`config.mk`:
```
export PLATFORM = sky130hd
export DESIGN_NAME = afu_top
export DESIGN_NICKNAME = d
export VERILOG_FILES = /design/src/design/ccip_shim_pkg.sv /design/src/design/platform_shim.sv /design/src/design/afu_rx_decode.sv /design/src/design/afu_csr_exec.sv /design/src/design/afu_tx_result.sv /design/src/design/afu_top.sv
export SDC_FILE = /design/constraint.sdc
export NUM_CORES = 1
export LEC_CHECK = 0
export ABC_AREA = 1
export ABC_CLOCK_PERIOD_IN_PS = 5500
export BUFFER_PORTS_ARGS = -buffer_cell sky130_fd_sc_hd__buf_2
export CORE_UTILIZATION = 55
export CTS_BUF_LIST = sky130_fd_sc_hd__clkbuf_4 sky130_fd_sc_hd__clkbuf_8
export CTS_CLUSTER_SIZE = 16
export DETAILED_ROUTE_END_ITERATION = 8
export PLACE_DENSITY = 0.76
export SLEW_MARGIN = 20
export SYNTH_ARGS = -nofsm -noshare
export SYNTH_HDL_FRONTEND = slang
export SYNTH_HIERARCHICAL = 1
export SYNTH_SLANG_ARGS = --single-unit
```
`constraint.sdc`:
```
create_clock -name pClk -period 5.5 [get_ports pClk]
set_input_delay 1.1 -clock pClk [delete_from_list [all_inputs] [get_ports pClk]]
set_output_delay 1.1 -clock pClk [all_outputs]
set_load 0.02 [all_outputs]
```
`src/design/ccip_shim_pkg.sv`:
```
/*
 * Shared types and constants for the single-clock AFU behind the platform shim.
 * Receive header is one 12-bit word, read as MMIO or memory response view.
 * The receive kind selects which view of the header is meaningful.
 * Only CSR indices 0 to 7 exist even though the index field is 4 bits.
 */

package ccip_shim_pkg;

    // ==================================================
    // Widths and constants
    // ==================================================
    localparam int CSR_IDX_W = 4;
    localparam int TID_W     = 8;
    localparam int MDATA_W   = 10;
    localparam int DATA_W    = 64;

    // Returned by a read of CSR 0
    localparam logic [DATA_W-1:0] AFU_ID = 64'h5a1c_0f3e_b41f_7c0e;

    // ==================================================
    // Receive channel
    // ==================================================
    typedef enum logic [1:0] {
        RX_NONE    = 2'd0,
        RX_MMIO_WR = 2'd1,
        RX_MMIO_RD = 2'd2,
        RX_MEM_RSP = 2'd3
    } t_rx_kind;

    // MMIO view of the header
    typedef struct packed {
        logic [TID_W-1:0]     tid;
        logic [CSR_IDX_W-1:0] csr_idx;
    } t_mmio_hdr;

    // Memory response view, cl_num 0 means a single line
    typedef struct packed {
        logic [MDATA_W-1:0] mdata;
        logic [1:0]         cl_num;
    } t_mem_rsp_hdr;

    typedef union packed {
        t_mmio_hdr    mmio;
        t_mem_rsp_hdr mem_rsp;
    } t_rx_hdr_u;

    typedef struct packed {
        logic              valid;
        t_rx_kind          kind;
        t_rx_hdr_u         hdr;
        logic [DATA_W-1:0] data;
    } t_if_rx;

    // Transmit channel, MMIO read responses only
    typedef struct packed {
        logic              valid;
        logic [TID_W-1:0]  tid;
        logic [DATA_W-1:0] data;
    } t_if_tx;

    // ==================================================
    // Internal stage interfaces
    // ==================================================
    typedef enum logic [1:0] {
        OP_CSR_WR = 2'd0,
        OP_CSR_RD = 2'd1,
        OP_ACCUM  = 2'd2
    } t_exec_op_kind;

    typedef struct packed {
        logic                 valid;
        t_exec_op_kind        op;
        logic [CSR_IDX_W-1:0] idx;
        logic [TID_W-1:0]     tid;
        logic [DATA_W-1:0]    data;
    } t_exec_op;

    typedef struct packed {
        logic              valid;
        logic [TID_W-1:0]  tid;
        logic [DATA_W-1:0] data;
    } t_rd_rsp;

endpackage

```
`src/design/platform_shim.sv`:
```
/*
 * Timing register stages between the FIU side and the AFU side.
 * Each path (rx, tx, credit return) is delayed by exactly N_REG_STAGES cycles.
 * N_REG_STAGES of 0 gives plain wires. No clock crossing, pClk only.
 * Credits in flight must cover the added round trip on the AFU side.
 */

module platform_shim #(
    parameter int N_REG_STAGES = 1
) (
    input  logic                  pClk,
    input  logic                  rst_n,

    // FIU side
    input  ccip_shim_pkg::t_if_rx fiu_rx,
    output ccip_shim_pkg::t_if_tx fiu_tx,
    input  logic                  fiu_credit_return,

    // AFU side
    output ccip_shim_pkg::t_if_rx afu_rx,
    input  ccip_shim_pkg::t_if_tx afu_tx,
    output logic                  afu_credit_return
);
    import ccip_shim_pkg::*;

    generate
        if (N_REG_STAGES == 0)
        begin : g_wire
            // Straight through
            assign afu_rx            = fiu_rx;
            assign fiu_tx            = afu_tx;
            assign afu_credit_return = fiu_credit_return;
        end
        else
        begin : g_reg
            // Valid bits carry reset, payload does not
            logic   rx_vld_q [N_REG_STAGES];
            logic   tx_vld_q [N_REG_STAGES];
            logic   cr_q     [N_REG_STAGES];
            t_if_rx rx_q     [N_REG_STAGES];
            t_if_tx tx_q     [N_REG_STAGES];

            for (genvar i = 0; i < N_REG_STAGES; i++)
            begin : g_stage
                t_if_rx rx_d;
                t_if_tx tx_d;
                logic   cr_d;

                // Stage 0 takes the ports, later stages the previous stage
                if (i == 0)
                begin : g_src
                    assign rx_d = fiu_rx;
                    assign tx_d = afu_tx;
                    assign cr_d = fiu_credit_return;
                end
                else
                begin : g_src
                    assign rx_d = '{valid: rx_vld_q[i-1], kind: rx_q[i-1].kind,
                                    hdr: rx_q[i-1].hdr, data: rx_q[i-1].data};
                    assign tx_d = '{valid: tx_vld_q[i-1], tid: tx_q[i-1].tid,
                                    data: tx_q[i-1].data};
                    assign cr_d = cr_q[i-1];
                end

                always_ff @(posedge pClk or negedge rst_n)
                begin
                    if (!rst_n)
                    begin
                        rx_vld_q[i] <= 1'b0;
                        tx_vld_q[i] <= 1'b0;
                        cr_q[i]     <= 1'b0;
                    end
                    else
                    begin
                        rx_vld_q[i] <= rx_d.valid;
                        tx_vld_q[i] <= tx_d.valid;
                        cr_q[i]     <= cr_d;
                    end
                end

                // Payload follows its valid bit
                always_ff @(posedge pClk)
                begin
                    rx_q[i] <= rx_d;
                    tx_q[i] <= tx_d;
                end
            end

            // Last stage drives the far side
            always_comb
            begin
                afu_rx       = rx_q[N_REG_STAGES-1];
                afu_rx.valid = rx_vld_q[N_REG_STAGES-1];
                fiu_tx       = tx_q[N_REG_STAGES-1];
                fiu_tx.valid = tx_vld_q[N_REG_STAGES-1];
            end
            assign afu_credit_return = cr_q[N_REG_STAGES-1];
        end
    endgenerate

endmodule

```
`src/design/afu_rx_decode.sv`:
```
/*
 * Registered classifier for receive messages, one cycle of latency.
 * MMIO and memory response headers share one word, read by message kind.
 * Memory responses with cl_num other than 0 are dropped silently.
 */

module afu_rx_decode (
    input  logic                    pClk,
    input  logic                    rst_n,
    input  ccip_shim_pkg::t_if_rx   rx,
    output ccip_shim_pkg::t_exec_op op
);
    import ccip_shim_pkg::*;

    t_mmio_hdr    mmio_h;
    t_mem_rsp_hdr mem_h;
    t_exec_op     op_d;
    logic         op_vld_q;
    t_exec_op     op_q;

    // Both views of the same header word
    assign mmio_h = rx.hdr.mmio;
    assign mem_h  = rx.hdr.mem_rsp;

    always_comb
    begin
        op_d      = '0;
        op_d.data = rx.data;
        case (rx.kind)
            RX_MMIO_WR:
            begin
                op_d.valid = rx.valid;
                op_d.op    = OP_CSR_WR;
                op_d.idx   = mmio_h.csr_idx;
                op_d.tid   = mmio_h.tid;
            end
            RX_MMIO_RD:
            begin
                op_d.valid = rx.valid;
                op_d.op    = OP_CSR_RD;
                op_d.idx   = mmio_h.csr_idx;
                op_d.tid   = mmio_h.tid;
            end
            RX_MEM_RSP:
            begin
                // Single-line responses only
                op_d.valid = rx.valid && (mem_h.cl_num == 2'd0);
                op_d.op    = OP_ACCUM;
            end
            default:
            begin
                op_d.valid = 1'b0;
            end
        endcase
    end

    always_ff @(posedge pClk or negedge rst_n)
    begin
        if (!rst_n)
            op_vld_q <= 1'b0;
        else
            op_vld_q <= op_d.valid;
    end

    // Operation payload, no reset
    always_ff @(posedge pClk)
    begin
        op_q <= op_d;
    end

    always_comb
    begin
        op       = op_q;
        op.valid = op_vld_q;
    end

    // Host must never flag a message without a kind
    a_no_kind_none: assert property (@(posedge pClk) disable iff (!rst_n)
        rx.valid |-> (rx.kind != RX_NONE));

endmodule

```
`src/design/afu_csr_exec.sv`:
```
/*
 * CSR file and memory response accumulator, one cycle per operation.
 * Map: 0 AFU_ID (RO), 1 scratch, 2 accumulator, 3 response count (RO),
 * 4 to 7 scratch. Indices 8 and up read as 0 and ignore writes.
 * A read sees the CSR value from before any write in the same cycle.
 */

module afu_csr_exec (
    input  logic                    pClk,
    input  logic                    rst_n,
    input  ccip_shim_pkg::t_exec_op op,
    output ccip_shim_pkg::t_rd_rsp  rsp
);
    import ccip_shim_pkg::*;

    // ==================================================
    // CSR storage
    // ==================================================
    logic [DATA_W-1:0] scratch1_q;
    logic [DATA_W-1:0] scratch_hi_q [4];
    logic [DATA_W-1:0] accum_q;
    logic [DATA_W-1:0] mem_cnt_q;

    logic [DATA_W-1:0] rd_val;
    logic              rsp_vld_q;
    logic [TID_W-1:0]  rsp_tid_q;
    logic [DATA_W-1:0] rsp_data_q;

    // Read mux over the current register values
    always_comb
    begin
        case (op.idx)
            4'd0:    rd_val = AFU_ID;
            4'd1:    rd_val = scratch1_q;
            4'd2:    rd_val = accum_q;
            4'd3:    rd_val = mem_cnt_q;
            4'd4, 4'd5, 4'd6, 4'd7:
                     rd_val = scratch_hi_q[op.idx[1:0]];
            default: rd_val = '0;
        endcase
    end

    always_ff @(posedge pClk or negedge rst_n)
    begin
        if (!rst_n)
        begin
            scratch1_q   <= '0;
            scratch_hi_q <= '{default: '0};
            accum_q      <= '0;
            mem_cnt_q    <= '0;
        end
        else if (op.valid)
        begin
            if (op.op == OP_ACCUM)
            begin
                // Wraps at 64 bits
                accum_q   <= accum_q + op.data;
                mem_cnt_q <= mem_cnt_q + 1'b1;
            end
            else if (op.op == OP_CSR_WR)
            begin
                case (op.idx)
                    4'd1:    scratch1_q <= op.data;
                    4'd2:    accum_q    <= op.data;
                    4'd4, 4'd5, 4'd6, 4'd7:
                             scratch_hi_q[op.idx[1:0]] <= op.data;
                    default: ; // 0, 3 and unimplemented indices are read only
                endcase
            end
        end
    end

    // ==================================================
    // Read response
    // ==================================================
    always_ff @(posedge pClk or negedge rst_n)
    begin
        if (!rst_n)
            rsp_vld_q <= 1'b0;
        else
            rsp_vld_q <= op.valid && (op.op == OP_CSR_RD);
    end

    always_ff @(posedge pClk)
    begin
        rsp_tid_q  <= op.tid;
        rsp_data_q <= rd_val;
    end

    assign rsp = '{valid: rsp_vld_q, tid: rsp_tid_q, data: rsp_data_q};

    // An undefined operation code would be dropped here without a response
    a_op_legal: assert property (@(posedge pClk) disable iff (!rst_n)
        op.valid |-> (op.op inside {OP_CSR_WR, OP_CSR_RD, OP_ACCUM}));

endmodule

```
`src/design/afu_tx_result.sv`:
```
/*
 * Read response queue and transmit driver with credit flow control.
 * Counter starts at TX_CREDITS, gains one per credit_return, loses one per send.
 * An empty queue lets a response go straight to the transmit register.
 * Host must keep at most RSP_DEPTH reads outstanding, the queue has no stall.
 */

module afu_tx_result #(
    parameter int TX_CREDITS = 4,
    parameter int RSP_DEPTH  = 4
) (
    input  logic                   pClk,
    input  logic                   rst_n,
    input  ccip_shim_pkg::t_rd_rsp rsp,
    input  logic                   credit_return,
    output ccip_shim_pkg::t_if_tx  tx
);
    import ccip_shim_pkg::*;

    localparam int PTR_W  = (RSP_DEPTH > 1) ? $clog2(RSP_DEPTH) : 1;
    localparam int CNT_W  = $clog2(RSP_DEPTH + 1);
    localparam int CRED_W = $clog2(TX_CREDITS + 1);

    t_rd_rsp           fifo_mem [RSP_DEPTH];
    logic [PTR_W-1:0]  wr_ptr_q;
    logic [PTR_W-1:0]  rd_ptr_q;
    logic [CNT_W-1:0]  count_q;
    logic [CRED_W-1:0] credit_q;

    logic              fifo_empty;
    logic              send;
    logic              push;
    logic              pop;
    t_rd_rsp           send_rsp;

    logic              tx_vld_q;
    logic [TID_W-1:0]  tx_tid_q;
    logic [DATA_W-1:0] tx_data_q;

    // ==================================================
    // Send decision
    // ==================================================
    assign fifo_empty = (count_q == '0);
    assign send       = (credit_q != '0) && (!fifo_empty || rsp.valid);
    assign pop        = send && !fifo_empty;
    // Bypass the queue when it is empty and a credit is free
    assign push       = rsp.valid && !(send && fifo_empty);
    assign send_rsp   = fifo_empty ? rsp : fifo_mem[rd_ptr_q];

    always_ff @(posedge pClk or negedge rst_n)
    begin
        if (!rst_n)
        begin
            wr_ptr_q <= '0;
            rd_ptr_q <= '0;
            count_q  <= '0;
            credit_q <= CRED_W'(TX_CREDITS);
            tx_vld_q <= 1'b0;
        end
        else
        begin
            if (push)
                wr_ptr_q <= (wr_ptr_q == PTR_W'(RSP_DEPTH - 1)) ? '0 : wr_ptr_q + 1'b1;
            if (pop)
                rd_ptr_q <= (rd_ptr_q == PTR_W'(RSP_DEPTH - 1)) ? '0 : rd_ptr_q + 1'b1;
            count_q  <= count_q + CNT_W'(push) - CNT_W'(pop);
            // Returns and sends in the same cycle cancel
            credit_q <= credit_q + CRED_W'(credit_return) - CRED_W'(send);
            tx_vld_q <= send;
        end
    end

    // Queue storage and transmit payload
    always_ff @(posedge pClk)
    begin
        if (push)
            fifo_mem[wr_ptr_q] <= rsp;
        if (send)
        begin
            tx_tid_q  <= send_rsp.tid;
            tx_data_q <= send_rsp.data;
        end
    end

    assign tx = '{valid: tx_vld_q, tid: tx_tid_q, data: tx_data_q};

    // Host exceeded its outstanding read limit
    a_no_overflow: assert property (@(posedge pClk) disable iff (!rst_n)
        push |-> ((count_q < CNT_W'(RSP_DEPTH)) || pop));

    // Host returned more credits than it was given
    a_credit_max: assert property (@(posedge pClk) disable iff (!rst_n)
        credit_q <= CRED_W'(TX_CREDITS));

endmodule

```
`src/design/afu_top.sv`:
```
/*
 * AFU top level behind the platform shim, single clock pClk.
 * MMIO read latency is 2*N_REG_STAGES + 3 cycles with an empty queue and a credit.
 * Host keeps at most RSP_DEPTH reads outstanding and owns TX_CREDITS buffer slots.
 */

module afu_top #(
    parameter int N_REG_STAGES = 1,
    parameter int TX_CREDITS   = 4,
    parameter int RSP_DEPTH    = 4
) (
    input  logic                  pClk,
    input  logic                  rst_n,
    input  ccip_shim_pkg::t_if_rx host_rx,
    output ccip_shim_pkg::t_if_tx host_tx,
    input  logic                  host_credit_return
);
    import ccip_shim_pkg::*;

    t_if_rx   afu_rx;
    t_if_tx   afu_tx;
    logic     afu_credit_return;
    t_exec_op exec_op;
    t_rd_rsp  rd_rsp;

    // Timing stages toward the host
    platform_shim #(
        .N_REG_STAGES (N_REG_STAGES)
    ) u_shim (
        .pClk              (pClk),
        .rst_n             (rst_n),
        .fiu_rx            (host_rx),
        .fiu_tx            (host_tx),
        .fiu_credit_return (host_credit_return),
        .afu_rx            (afu_rx),
        .afu_tx            (afu_tx),
        .afu_credit_return (afu_credit_return)
    );

    afu_rx_decode u_decode (
        .pClk  (pClk),
        .rst_n (rst_n),
        .rx    (afu_rx),
        .op    (exec_op)
    );

    afu_csr_exec u_exec (
        .pClk  (pClk),
        .rst_n (rst_n),
        .op    (exec_op),
        .rsp   (rd_rsp)
    );

    // Credit counter lives here, on the AFU side of the shim
    afu_tx_result #(
        .TX_CREDITS (TX_CREDITS),
        .RSP_DEPTH  (RSP_DEPTH)
    ) u_result (
        .pClk          (pClk),
        .rst_n         (rst_n),
        .rsp           (rd_rsp),
        .credit_return (afu_credit_return),
        .tx            (afu_tx)
    );

endmodule

```
==> qor.txt <==
first-pass GRT wire length -> 196000 um
Top Ports -> 155
CTS buffer count -> 180
Hold WC Path Type -> in -> async
routed vias -> 37.5k
placed cell areas -> 50000 um^2
row count -> 108
CTS max path bufs -> 3
Max Cap Viol -> 0
antenna violations before repair -> 6
FMAX -> 266 MHz
Hold Vio Cnt, Final -> 0
Layout Nets -> 5803
Resize count post-CTS -> 0
post-layout min period -> 3.76 ns
GR peak layer -> met2
Mapped Area -> 48300 um^2
Syn Nets -> 5652
Core ar. -> 86900 um^2
syn avg cell area -> 8.80 um^2
largest net degree at the start of global routing -> 98
main flop type after synthesis -> dfrtp_1
Post-DP HPWL -> 82700 um
layout cells sized above 1 -> 0.107
Synth Instances -> 5491
commonest non-fill, non-tap cells in the layout -> nand2_1, inv_1, dfrtp_1
Final GP Congestion -> 0.926
DIE AREA -> 89000 um^2
post-synthesis sequential area ratio -> 0.589
met3 global-route usage -> 0.0533
Synth Warn # -> 6
Tcrit/Tclk final -> 0.683
clk slew on worst S/H paths -> 0.07 ns
DR vias/cell -> 5.38
met2 usage -> 0.432
die span in y -> 298 um
setup TNS -> 0 ns
worst path required time -> 6.24 ns
Pwr Total -> 25.4 mW
Initial Util -> 0.556
hold buffer count at CTS -> 0
share of flip-flops with an asynchronous set or reset -> 0.413
All-Layer GR Usage -> 0.283
GRT Residual Overflow -> 0
Final Max Tran Viols -> 0
Post-route DRC -> 0
CTS H-tree lvls -> 4
router iterations before antenna repair -> 6
CTS root buf -> clkbuf_8
Distinct cells, synth -> 46
CP Launch Type -> flip-flop
Die X -> 298 um
number of synthesized flops with an enable pin -> 360
Synth-to-Final Area Change -> 12.1%
M1 GR Usage -> 0.406
Final Skew -> 0.0504 ns
vias in the first global route -> 35.4k
Routed WL per cell -> 18.1 um
pwr dens -> 468 nW/um^2
Slew Limit Headroom -> 0.282
status -> finished clean
WP data arrival -> 4.50 ns
critical path type -> reg -> reg
Static Leakage -> 25.9 nW
final wirelength -> 126000 um
commonest non-fill, non-tap cell in the layout -> nand2_1
RSZ-0062 raised after global routing -> false
clock sink total -> 1124
Post-CTS Setup Repair Bufs -> 0
Synth Register Bits -> 1124
PortBufs -> 154
CP Max Fanout -> 59
Worst Setup End Kind -> flip-flop
Initial DRC Count -> 4146
final setup vio count -> 0
CTS tree -> yes
VDD IR max -> 0.384 mV
remaining antenna violation count -> 0
final instance area -> 54100 um^2
Least-Margin Pin Slew -> 1.08 ns
clock latency on the worst-skew pair -> 0.86 ns
[synthesized netlist by cell type (all sizes together), types with 8 or more instances]
master,count,area share
a22o,26,0.0047
o21ai,401,0.042
dfxtp,300,0.12
ha,76,0.020
xnor2,14,0.0025
clkbuf,153,0.012
nor4,9,0.0015
xor2,71,0.013
or2,74,0.0096
nor2,356,0.029
a22oi,81,0.013
inv,660,0.051
a21oi,120,0.013
edfxtp,360,0.22
nor3,38,0.0045
nand3,176,0.018
buf,72,0.0089
nand4,65,0.0084
o211ai,8,0.0012
o2111ai,38,0.0069
nand2,1906,0.15
dfrtp,463,0.24
a221oi,8,0.0015
[state kept, by name, indices dropped and copies added (netlist names), 3 cells and up]
| name | count |
|---|---|
| u_result/count_q | 3 |
| u_exec/scratch1_q | 64 |
| u_exec/mem_cnt_q | 64 |
| u_decode/op | 78 |
| u_exec/rsp_tid_q | 8 |
| u_shim/g_reg.tx_q | 72 |
| u_result/credit_q | 3 |
| u_exec/rsp_data_q | 64 |
| u_result/tx_data_q | 64 |
| u_result/fifo_mem | 288 |
| u_exec/scratch_hi_q | 256 |
| u_exec/accum_q | 64 |
| u_result/tx_tid_q | 8 |
| u_shim/g_reg.rx_q | 78 |
[critical path, cell delays in order, from the launching register on]
cell and delay (ns):
dfxtp_1 0.39, nor2_1 0.06, inv_1 0.21, nor2_4 0.06
buf_4 0.28, inv_1 0.71, a21oi_2 0.11, buf_4 0.29
inv_2 0.55, buf_4 0.60, a21oi_1 0.11, nand2_1 0.11
nand2_1 0.05
[final timing paths]
check | end | from | slack [ns] | depth (start not counted)
setup / recovery | u_exec/accum_q[62] | u_decode/op[75] | 1.74 | 12
hold / removal | u_result/credit_q[1] | rst_n | 0.22 | 1
setup reg to reg | u_exec/accum_q[62] | u_decode/op[75] | 1.74 | 12
hold reg to reg | u_decode/op[3] | u_shim/g_reg.rx_q[0][3] | 0.29 | 0
max in group asynchronous | u_exec/scratch_hi_q[79] | rst_n | 3.97 | 2
min in group pClk | u_decode/op[3] | u_shim/g_reg.rx_q[0][3] | 0.29 | 0
[kinds of logic after synthesis]
logic type                 Yosys count  synth area share
AOI/OAI and AO/OA                  692            0.0826
adders and majority gates           79            0.0209
buffers and inverters              885            0.0721
DFF                               1124             0.589
and+or+nand+nor                   2626             0.220
xor gates and xnor gates            85            0.0154
[through the flow]
stage               worst slack (ns)  hold slack [ns]   util  cells
finish                          1.74            0.225  0.623   6958
global route                    1.53            0.261  0.623   6958
CTS                             1.83            0.225  0.623   6955
detailed placement              1.88            0.312  0.575   6614
global placement                1.97            0.310  0.575   6614
floorplan                       1.20            0.310      -   5491
[metal layers]
layer	wire length [um]	share of wire	up-vias
met5	0	0	-
met4	3360	0.027	0
met3	11400	0.091	213
met2	56600	0.45	1682
met1	54600	0.43	17700
li1	-	-	17900
[final cells by class]
| class | instances | area [um^2] |
|---|---|---|
| diodes | 2 | 5.00 |
| clock buffers | 293 | 3580 |
| clock inverters | 48 | 531 |
| fillers | 7218 | 32800 |
| inverters | 660 | 2480 |
| multi-input cells | 3482 | 16500 |
| flip-flops and latches | 1124 | 28400 |
| well taps | 1155 | 1450 |
| repair buffers | 194 | 1140 |
[where the power goes]
group          internal, mW  switching (mW)  leakage (nW)
Clock                  4.50            3.38          2.17
Sequential             10.3           0.934          12.1
Combinational          1.97            4.30          11.6
Note: power is estimated with default switching activity, not from simulation.
